$ cat src/hw/smc_mac_pkg.sv
//----------------------------------------
// shared types for the multiple access block
// size encodings, access state, bus response
// helpers for byte and access counts
//----------------------------------------

package smc_mac_pkg;

  localparam int DATA_W = 32;  // internal data path width

  // transfer and bus size, log2 of the byte count
  typedef enum logic [1:0] {
    XSIZ_8  = 2'h0,
    XSIZ_16 = 2'h1,
    XSIZ_32 = 2'h2
  } size_t;

  // state shared by the counter and both data blocks
  typedef struct packed {
    size_t      xfer_size;  // size stored at valid_access
    logic [1:0] count;      // accesses still to come after this one
  } acc_state_t;

  // external memory side of one access
  typedef struct packed {
    logic              done;   // last cycle of an access
    logic              latch;  // read data valid
    logic [DATA_W-1:0] data;   // bus data, low lanes used
  } mem_rsp_t;

  //----------------------------------------
  // helpers
  //----------------------------------------

  function automatic logic [2:0] size_bytes(input size_t size);
    case (size)
      XSIZ_8:  return 3'd1;
      XSIZ_16: return 3'd2;
      default: return 3'd4;  // 32 bit and the unused code
    endcase
  endfunction

  // accesses minus one, transfer bytes over bus bytes
  function automatic logic [1:0] accesses_for(input size_t xfer, input size_t bus);
    logic [1:0] ratio_log2;
    if (xfer <= bus)
      return 2'd0;  // fits in one access
    ratio_log2 = xfer - bus;  // sizes are log2 so the ratio is a shift
    return 2'((3'd1 << ratio_log2) - 3'd1);
  endfunction

endpackage

$ cat src/hw/smc_access_counter.sv
//----------------------------------------
// access counter for multiple accesses
// stores transfer size, counts accesses down
// flags the last access with mac_done
//----------------------------------------

`timescale 1ns/10ps

module smc_access_counter #(
  parameter smc_mac_pkg::size_t ext_bus_size = smc_mac_pkg::XSIZ_8  // external bus width
) (
  input  logic                    sys_clk,
  input  logic                    n_sys_reset,   // async, active low
  input  logic                    valid_access,  // one cycle start strobe
  input  smc_mac_pkg::size_t      xfer_size,     // valid with the strobe
  input  logic                    access_done,   // end of one external access
  output smc_mac_pkg::acc_state_t acc_state,     // stored size and remaining count
  output logic                    mac_done       // last access of the transfer
);

  logic [1:0] load_count;  // count for a new transfer
  logic       count_zero;  // no accesses left after this one
  logic       count_dec;   // step to the next access

  //----------------------------------------
  // access count decode
  //----------------------------------------

  // bus size is fixed, so only the transfer size matters here
  always_comb
  begin
    load_count = smc_mac_pkg::accesses_for(xfer_size, ext_bus_size);
  end

  assign count_zero = (acc_state.count == 2'd0);
  assign count_dec  = access_done && !count_zero;  // hold at zero once done

  //----------------------------------------
  // stored transfer size
  //----------------------------------------

  always_ff @(posedge sys_clk or negedge n_sys_reset)
  begin
    if (!n_sys_reset)
    begin
      acc_state.xfer_size <= smc_mac_pkg::XSIZ_8;
    end
    else if (valid_access)
    begin
      acc_state.xfer_size <= xfer_size;  // kept for the whole transfer
    end
  end

  //----------------------------------------
  // remaining access count
  //----------------------------------------

  // a new strobe never lands on a done, but the load wins anyway
  always_ff @(posedge sys_clk or negedge n_sys_reset)
  begin
    if (!n_sys_reset)
    begin
      acc_state.count <= 2'd0;
    end
    else if (valid_access)
    begin
      acc_state.count <= load_count;  // visible the cycle after the strobe
    end
    else if (count_dec)
    begin
      acc_state.count <= acc_state.count - 2'd1;
    end
  end

  // high during the last access and while idle
  assign mac_done = count_zero;

endmodule

$ cat src/hw/smc_mac_top.sv
//----------------------------------------
// multiple access controller top level
// counter, read assembly and write lanes
//----------------------------------------

`timescale 1ns/10ps

module smc_mac_top #(
  parameter smc_mac_pkg::size_t ext_bus_size = smc_mac_pkg::XSIZ_8  // external bus width
) (
  input  logic                           sys_clk,
  input  logic                           n_sys_reset,   // async, active low
  input  logic                           valid_access,  // start of a transfer
  input  smc_mac_pkg::size_t             xfer_size,     // valid with the strobe
  input  smc_mac_pkg::mem_rsp_t          mem_rsp,       // external bus response
  input  logic [smc_mac_pkg::DATA_W-1:0] write_data,    // internal write word
  output logic                           mac_done,      // last access flag
  output logic [smc_mac_pkg::DATA_W-1:0] read_data,     // internal read word
  output logic [smc_mac_pkg::DATA_W-1:0] smc_data       // external write lanes
);

  smc_mac_pkg::acc_state_t acc_state;  // size and remaining count

  //----------------------------------------
  // access counting
  //----------------------------------------

  smc_access_counter #(
    .ext_bus_size (ext_bus_size)
  ) u_counter (
    .sys_clk      (sys_clk),
    .n_sys_reset  (n_sys_reset),
    .valid_access (valid_access),
    .xfer_size    (xfer_size),
    .access_done  (mem_rsp.done),  // every bus access end steps the count
    .acc_state    (acc_state),
    .mac_done     (mac_done)
  );

  //----------------------------------------
  // data paths
  //----------------------------------------

  smc_read_assemble #(
    .ext_bus_size (ext_bus_size)
  ) u_read (
    .sys_clk     (sys_clk),
    .n_sys_reset (n_sys_reset),
    .acc_state   (acc_state),
    .mem_rsp     (mem_rsp),
    .read_data   (read_data)
  );

  smc_write_lanes #(
    .ext_bus_size (ext_bus_size)
  ) u_write (
    .acc_state  (acc_state),
    .write_data (write_data),
    .smc_data   (smc_data)
  );

endmodule

$ cat src/hw/smc_read_assemble.sv
//----------------------------------------
// read assembly for multiple accesses
// holding register filled slot by slot
// final word replicated to 32 bits
//----------------------------------------

`timescale 1ns/10ps

module smc_read_assemble #(
  parameter smc_mac_pkg::size_t ext_bus_size = smc_mac_pkg::XSIZ_8  // external bus width
) (
  input  logic                                sys_clk,
  input  logic                                n_sys_reset,  // async, active low
  input  smc_mac_pkg::acc_state_t             acc_state,    // from the counter
  input  smc_mac_pkg::mem_rsp_t               mem_rsp,      // external bus response
  output logic [smc_mac_pkg::DATA_W-1:0]      read_data     // word to the internal bus
);

  localparam int W         = smc_mac_pkg::DATA_W;
  localparam int BUS_BYTES = int'(smc_mac_pkg::size_bytes(ext_bus_size));
  localparam int BUS_W     = 8 * BUS_BYTES;  // bits per access

  logic [W-1:0] r_hold;      // bytes of earlier accesses
  logic [W-1:0] bus_lanes;   // live bus bytes, zero above bus width
  logic [W-1:0] slot_ones;   // ones over one bus width
  logic [W-1:0] hold_next;   // holding register with this access merged
  logic [W-1:0] word_sel;    // word before replication
  int unsigned  slot_lsb;    // bit offset of the current slot
  logic         last_latch;  // final read access in progress

  //----------------------------------------
  // slot merge
  //----------------------------------------

  always_comb
  begin
    bus_lanes              = '0;
    bus_lanes[BUS_W-1:0]   = mem_rsp.data[BUS_W-1:0];  // upper lanes are noise
    slot_ones              = '0;
    slot_ones[BUS_W-1:0]   = '1;
    slot_lsb               = acc_state.count * BUS_W;  // count x bus bytes, in bits
    // replace the current slot, keep every other byte
    hold_next = (r_hold & ~(slot_ones << slot_lsb)) | (bus_lanes << slot_lsb);
  end

  //----------------------------------------
  // holding register
  //----------------------------------------

  always_ff @(posedge sys_clk or negedge n_sys_reset)
  begin
    if (!n_sys_reset)
    begin
      r_hold <= '0;
    end
    else if (mem_rsp.latch)
    begin
      r_hold <= hold_next;  // one edge after each latched access
    end
  end

  //----------------------------------------
  // read word and lane replication
  //----------------------------------------

  // lowest slot comes straight from the bus on the last access
  assign last_latch = mem_rsp.latch && (acc_state.count == 2'd0);
  assign word_sel   = last_latch ? hold_next : r_hold;

  always_comb
  begin
    case (acc_state.xfer_size)
      smc_mac_pkg::XSIZ_8:
      begin
        read_data = {4{word_sel[7:0]}};   // byte on every lane
      end
      smc_mac_pkg::XSIZ_16:
      begin
        read_data = {2{word_sel[15:0]}};  // halfword on both halves
      end
      default:
      begin
        read_data = word_sel;             // full word as is
      end
    endcase
  end

endmodule

$ cat src/hw/smc_write_lanes.sv
//----------------------------------------
// write lane steering
// slice of write_data for the current access
// placed on the low external lanes
//----------------------------------------

`timescale 1ns/10ps

module smc_write_lanes #(
  parameter smc_mac_pkg::size_t ext_bus_size = smc_mac_pkg::XSIZ_8  // external bus width
) (
  input  smc_mac_pkg::acc_state_t             acc_state,   // from the counter
  input  logic [smc_mac_pkg::DATA_W-1:0]      write_data,  // held for the transfer
  output logic [smc_mac_pkg::DATA_W-1:0]      smc_data     // to the external bus
);

  localparam int W         = smc_mac_pkg::DATA_W;
  localparam int BUS_BYTES = int'(smc_mac_pkg::size_bytes(ext_bus_size));
  localparam int BUS_W     = 8 * BUS_BYTES;  // bits per access

  logic [W-1:0] slice;       // write_data moved so the current slot is at bit 0
  logic [2:0]   xfer_bytes;  // bytes in the stored transfer
  int unsigned  slot_lsb;    // bit offset of the current slot

  //----------------------------------------
  // slice select
  //----------------------------------------

  always_comb
  begin
    slot_lsb   = acc_state.count * BUS_W;  // highest slot goes out first
    slice      = write_data >> slot_lsb;
    xfer_bytes = smc_mac_pkg::size_bytes(acc_state.xfer_size);
  end

  //----------------------------------------
  // lane fill
  //----------------------------------------

  // a lane carries data only inside the bus and inside the transfer
  always_comb
  begin
    smc_data = '0;  // lanes above the bus stay zero
    for (int b = 0; b < BUS_BYTES; b++)
    begin
      if (b < int'(xfer_bytes))
      begin
        smc_data[8*b +: 8] = slice[8*b +: 8];
      end
    end
  end

endmodule

$ cat config.mk
export PLATFORM = sky130hd
export DESIGN_NAME = smc_mac_top
export DESIGN_NICKNAME = d
export VERILOG_FILES = /design/src/hw/smc_mac_pkg.sv /design/src/hw/smc_access_counter.sv /design/src/hw/smc_mac_top.sv /design/src/hw/smc_read_assemble.sv /design/src/hw/smc_write_lanes.sv
export SDC_FILE = /design/constraint.sdc
export NUM_CORES = 1
export LEC_CHECK = 0
export BUFFER_PORTS_ARGS = -buffer_cell sky130_fd_sc_hd__buf_2
export CORE_MARGIN = 1
export CORE_UTILIZATION = 46
export CTS_BUF_LIST = sky130_fd_sc_hd__clkbuf_8
export CTS_CLUSTER_DIAMETER = 120
export DETAILED_ROUTE_END_ITERATION = 10
export PLACE_DENSITY = 0.9
export SETUP_SLACK_MARGIN = 0.05
export SYNTH_ARGS = -nofsm -noshare
export SYNTH_HDL_FRONTEND = slang
export SYNTH_SLANG_ARGS = --single-unit
$ cat constraint.sdc
create_clock -name sys_clk -period 1.85 [get_ports sys_clk]
set_input_delay 0.185 -clock sys_clk [delete_from_list [all_inputs] [get_ports sys_clk]]
set_output_delay 0.185 -clock sys_clk [all_outputs]
set_load 0.005 [all_outputs]
=== Yosys cells after proc, flatten, opt, wreduce, memory -nomap -nowiden ===
Index checks and enable logic that the tools add are counted.

* Add/subtract/negate cells: 2
* $lt $le $gt $ge: 2
* Equal/unequal tests: 1
* Shift operators: 4
* Mux-type cells: 9
* Bitwise operators: 3
* Reductions and logical operators: 6

{| class="wikitable"
|+ Operator list
! cell !! number
|-
| one-hot mux 32 bit (2 select lines) || 1
|-
| AND 32 bit || 1
|-
| two-way mux 32 bit || 1
|-
| inverter 32 bit || 1
|-
| OR 32 bit || 1
|-
| left shift 8 x 5 -> 32 bit || 1
|-
| left shift 8 x 5 -> 32 bit, first input constant || 1
|-
| >> shifter 32 x 5 -> 8 bit || 1
|-
| two-way mux 2 bit || 4
|-
| two-way mux 8 bit || 1
|-
| one-hot mux 3 bit (2 select lines) || 1
|-
| logical NOT 2 bit || 2
|-
| subtractor 2 x 1 -> 2 bit, second input constant || 2
|-
| < comparator 1 x 3 -> 1 bit, first input constant || 1
|-
| == test 2 x 1 -> 1 bit, second input constant || 1
|-
| less-or-equal comparator 2 x 1 -> 1 bit, second input constant || 1
|-
| logical AND 1 bit || 2
|-
| nonzero test 2 bit || 1
|-
| left shift 1 x 2 -> 2 bit, first input constant || 1
|-
| logical NOT 1 bit || 1
|-
| two-way mux 1 bit || 1
|}

* Flip-flop bits (word level): 36
* Input port bits: 71
* Logic and storage cells: 30

=== Depth between registers and ports, before layout ===
* Depth after elaboration: 6
* Gate-level depth with buffers: 6
* Depth with buffers taken out: 5

=== Cells and area by module ===
A second synthesis with hierarchy kept.

* Cells, all modules: 186
* Area total of the unflattened synthesis: 2143.3 um2

{| class="wikitable"
|+ By module, submodules not included
! module !! times used !! cells an instance !! area each (um2) !! sequential area each (um2)
|-
| smc_read_assemble || 1 || 132 || 1556.5 || 800.8
|-
| smc_write_lanes || 1 || 35 || 380.4 || 0.0
|-
| smc_access_counter || 1 || 19 || 206.4 || 100.1
|}

=== Worst setup path after synthesis ===
No wires, ideal clock.

* Path type: register to output
* Start point: reg, netlist name u_counter.acc_state[0]
* End point: out read_data[24] in the netlist's numbering
* Data arrival time: 1.627 ns
* Data required time: 1.665 ns
* Setup slack: 0.038 ns
* Cell stages (with the launch flop): 7
* Path buffers: 1
* Cell sequence: dfrtp_1 > inv_1 > ha_1 > and4bb_1 > buf_4 > a22oi_1 > a221oi_1

{| class="wikitable"
|+ RTL lines
! what !! line !! source
|-
| logical NOT 2 bit || n/a ||
|-
| named net mac_done || smc_mac_top.sv:17 || <nowiki>output logic mac_done,</nowiki>
|-
| logical AND 1 bit || smc_read_assemble.sv:67 || <nowiki>assign last_latch = mem_rsp.latch && (acc_state.count == 2'd0);</nowiki>
|-
| two-way mux 32 bit || smc_read_assemble.sv:68 || <nowiki>assign word_sel = last_latch ? hold_next : r_hold;</nowiki>
|-
| one-hot mux 32 bit (2 select lines) || smc_read_assemble.sv:72 || <nowiki>case (acc_state.xfer_size)</nowiki>
|-
| end, declared || smc_mac_top.sv:18 || <nowiki>output logic [smc_mac_pkg::DATA_W-1:0] read_data,</nowiki>
|}

The timed path passes the listed nets, and every way through them passes these cells.

=== Worst setup path in the final report ===
* Start point: reg, netlist name u_counter.acc_state[0]
* End point: out read_data[12] in the netlist's numbering

* Longest elaborated chain between the ends: 6

{| class="wikitable"
|+ Ends and longest elaborated chain
! what !! line !! source
|-
| left shift 8 x 5 -> 32 bit || smc_read_assemble.sv:43 || <nowiki>hold_next = (r_hold & ~(slot_ones << slot_lsb)) | (bus_lanes << slot_lsb);</nowiki>
|-
| inverter 32 bit || smc_read_assemble.sv:43 ||
|-
| AND 32 bit || smc_read_assemble.sv:43 ||
|-
| OR 32 bit || smc_read_assemble.sv:43 ||
|-
| two-way mux 32 bit * || smc_read_assemble.sv:68 ||
|-
| one-hot mux 32 bit (2 select lines) * || smc_read_assemble.sv:72 ||
|}

Every way passes the cells marked *; elsewhere a longest branch is shown, timed or not.

==> results.md <==
- Status: complete, but fails checks
- Violated checks: negative setup slack
- Hold Path Class: in -> reg
- Comb pwr share: between 50% and 60%
- Clock Power Share: roughly 16%
- First-pass GRT wire length: 10800 um
- Max Cap Viol: 0
- Pwr Density: between 1000 and 1500 nW/um^2
- RSZ-0062 raised after global routing: true
- Gpl congestion: between 0.8 and 0.9
- Initial core utilization: 47.7%
- Sw frac: 36.5%
- Layout area overhead: 40.5%
- WS Path Type: reg -> out
- Asr flop ratio synth: 100%
- Total wire length: roughly 7500 um
- Crit share post-route: 114%
- Initial drt markers: between 200 and 250
- WL per Instance: between 15 and 20 um
- Clock transition at the registers of the reported paths: about 0.07 ns
- Post-synth cell types: 31
- Most common cell after layout, fill and taps aside: buf_2
- Clock Latency Late Sink: around 0.30 ns
- Slew Limit Headroom: a little under half
- Num ports: 136
- Die Y-Extent: 74.6 um
- Final hold vios: 0
- Post-Syn Area: 2420 um^2
- CP endpoint kind: primary output
- Root Buffer: clkbuf_8
- Slew Limit Fails: 0
- Pint: approximately 2900 uW
- DR vias: 2449
- CP arrival: ~1.9 ns
- Antenna Cells: 0
- Tot GR Track Use: 26.7%
- Period minus WS final: 2.11 ns
- Peak VDD IR: approximately 0.59 mV
- Syn avg cell area: around 10 um^2
- DRC violations left: 0
- CORE AREA: between 5000 and 6000 um^2
- TritonRoute pass-1 iters: 6
- Clock Skew: approximately 0.0086 ns
- H-Tree Depth: 2
- Clock buffer depth: 2
- Post-Layout Cell Count: 404
- Vias in the first global route: about 2200
- DP Cell Count: just under 400
- Fillers: about 370
- Num CTS Buffers: 5
- CP required: 1.66 ns
- Initial antenna violation count: 0
- Worst setup margin: -0.260 ns
- Synth Warn #: 0
- Die W: around 75 um
- CP Launch Type: flop
- Crit-path max FO: 6
- Pre-CTS setup slack: -0.106 ns
- Num rows: 26
- Max Clock Freq: 474 MHz
- Largest net degree at the start of global routing: 37
- Fin Hold WS: 0.127 ns
- Setup violations, final: 32
- Measured slew at the worst slew-check pin: 0.816 ns
- Total grt overflow: 0
- ANT nets after route: 0
- # clock sinks: 36
- Ratio of cells with drive above 1 in the final layout: a little under three fifths
- Post-DR vias/cell: ~6.1
- Most used DFF post-synth: dfrtp_1
- Yosys reg bits: 36
- CTS tree: yes
- Sequential share of the synthesized area: 37.2%
- Number of synthesized flops with an enable pin: 0
- Port bufs: 87
- Commonest cells after routing, fill and taps aside: buf_2 (83), dfrtp_1 (36), a22o_1 (32)
- NetSw: ~1600 uW
- Layout Nets: slightly above 400
- Cells after Synth: approximately 230
- Detail Placement HPWL: 5110 um
- Static leakage: 0.00171 uW
- Seq pwr share: a little under a third
- Final core utilization: around 67%
- Die area: around 5600 um^2
[per-stage QoR]
step           setup TNS, ns  total power [uW]  instance area (um^2)
2_1_floorplan              0              2430                  2510
3_3_place_gp          -0.550              3260                  2960
3_5_place_dp           -1.09              3330                  2960
4_1_cts                -6.44              4220                  3240
5_1_grt                -8.66              4750                  3400
6_report               -6.23              4510                  3400
[flip-flops by register name, indices dropped and copies added (netlist names)]
register	count
u_counter.acc_state	4
u_read.r_hold	32
[cell usage after synthesis (2+ instances only)]
library cell / n / area share, %
o21ai_0: 2 / 0.41
and4b_1: 2 / 0.83
inv_1: 10 / 1.5
and3_1: 4 / 1.0
a21oi_1: 8 / 1.7
a22oi_1: 23 / 7.1
nor2_1: 2 / 0.31
mux2_2: 2 / 0.93
a22o_1: 32 / 12
clkbuf_1: 11 / 1.7
a221oi_1: 16 / 5.8
nand2_1: 5 / 0.77
mux2i_1: 9 / 3.7
dfrtp_1: 36 / 37
buf_4: 27 / 8.4
ha_1: 4 / 2.1
mux4_2: 8 / 7.4
buf_2: 7 / 1.4
nand2b_1: 9 / 2.3
nand3_1: 2 / 0.41
buf_1: 2 / 0.31
[cells by family after synthesis]
logic type	count (synthesis)	share of synthesized area, %
flip-flops	36	37.2
adder cells (fa/ha/maj)	4	2.07
multiplexers	19	12.1
XOR/XNOR	1	0.362
other	1	0.155
AO/OA/AOI/OAI	82	27.1
buffers and inverters	59	13.7
AND/OR/NAND/NOR	29	7.34
[worst max-delay path: stages (launching register included)]
cell	delay [ns]
dfrtp_1	0.42
inv_2	0.09
ha_4	0.16
and4b_4	0.33
buf_6	0.14
a22oi_2	0.08
buf_4	0.14
mux2i_1	0.14
buf_2	0.14
[metal layers]
layer | wire length (um) | global-route usage (%)
met5 | 0 | 0
met4 | 306 | 12.8
met3 | 597 | 6.37
met2 | 3800 | 46.6
met1 | 2810 | 30.6
[final timing paths]
check | from | end | slack (ns) | cells after the start
worst min-delay path | valid_access | u_counter.acc_state[0] | 0.13 | 2
worst max-delay path | u_counter.acc_state[0] | read_data[12] | -0.26 | 8
max in group asynchronous | n_sys_reset | u_read.r_hold[31] | 0.81 | 2
worst max register to register | u_counter.acc_state[0] | u_counter.acc_state[1] | 0.34 | 6
worst min register to register | u_read.r_hold[27] | u_read.r_hold[27] | 0.49 | 1
min in group asynchronous | n_sys_reset | u_read.r_hold[20] | 0.52 | 2
[layout make-up]
cell class | instances | area (um^2) | area share (%)
clock buffers | 5 | 68.8 | 2.02
clock inverters | 3 | 42.5 | 1.25
inverters | 11 | 41.3 | 1.21
multi-input cells | 159 | 1510 | 44.5
flip-flops and latches | 36 | 901 | 26.5
well taps | 70 | 87.6 | 2.57
repair buffers | 120 | 748 | 22.0
[power by group through the flow]
stage,combinational [uW],clock (uW),sequential [uW]
after floorplan,1150,0,1270
after global placement,1950,0,1310
after detailed placement,2000,0,1330
after CTS,2180,698,1340
after global routing,2610,731,1410
final,2420,698,1380
[timing repair]
action                     in CTS  in global routing
resized for setup              39                 31
pin swaps                      13                 13
setup endpoints to repair      32                 40
hold endpoints to repair       29                  0
setup buffers                   0                  4
cloned                          0                  0
hold buffers                    1                  0
Note: power is estimated with default switching activity, not from simulation.
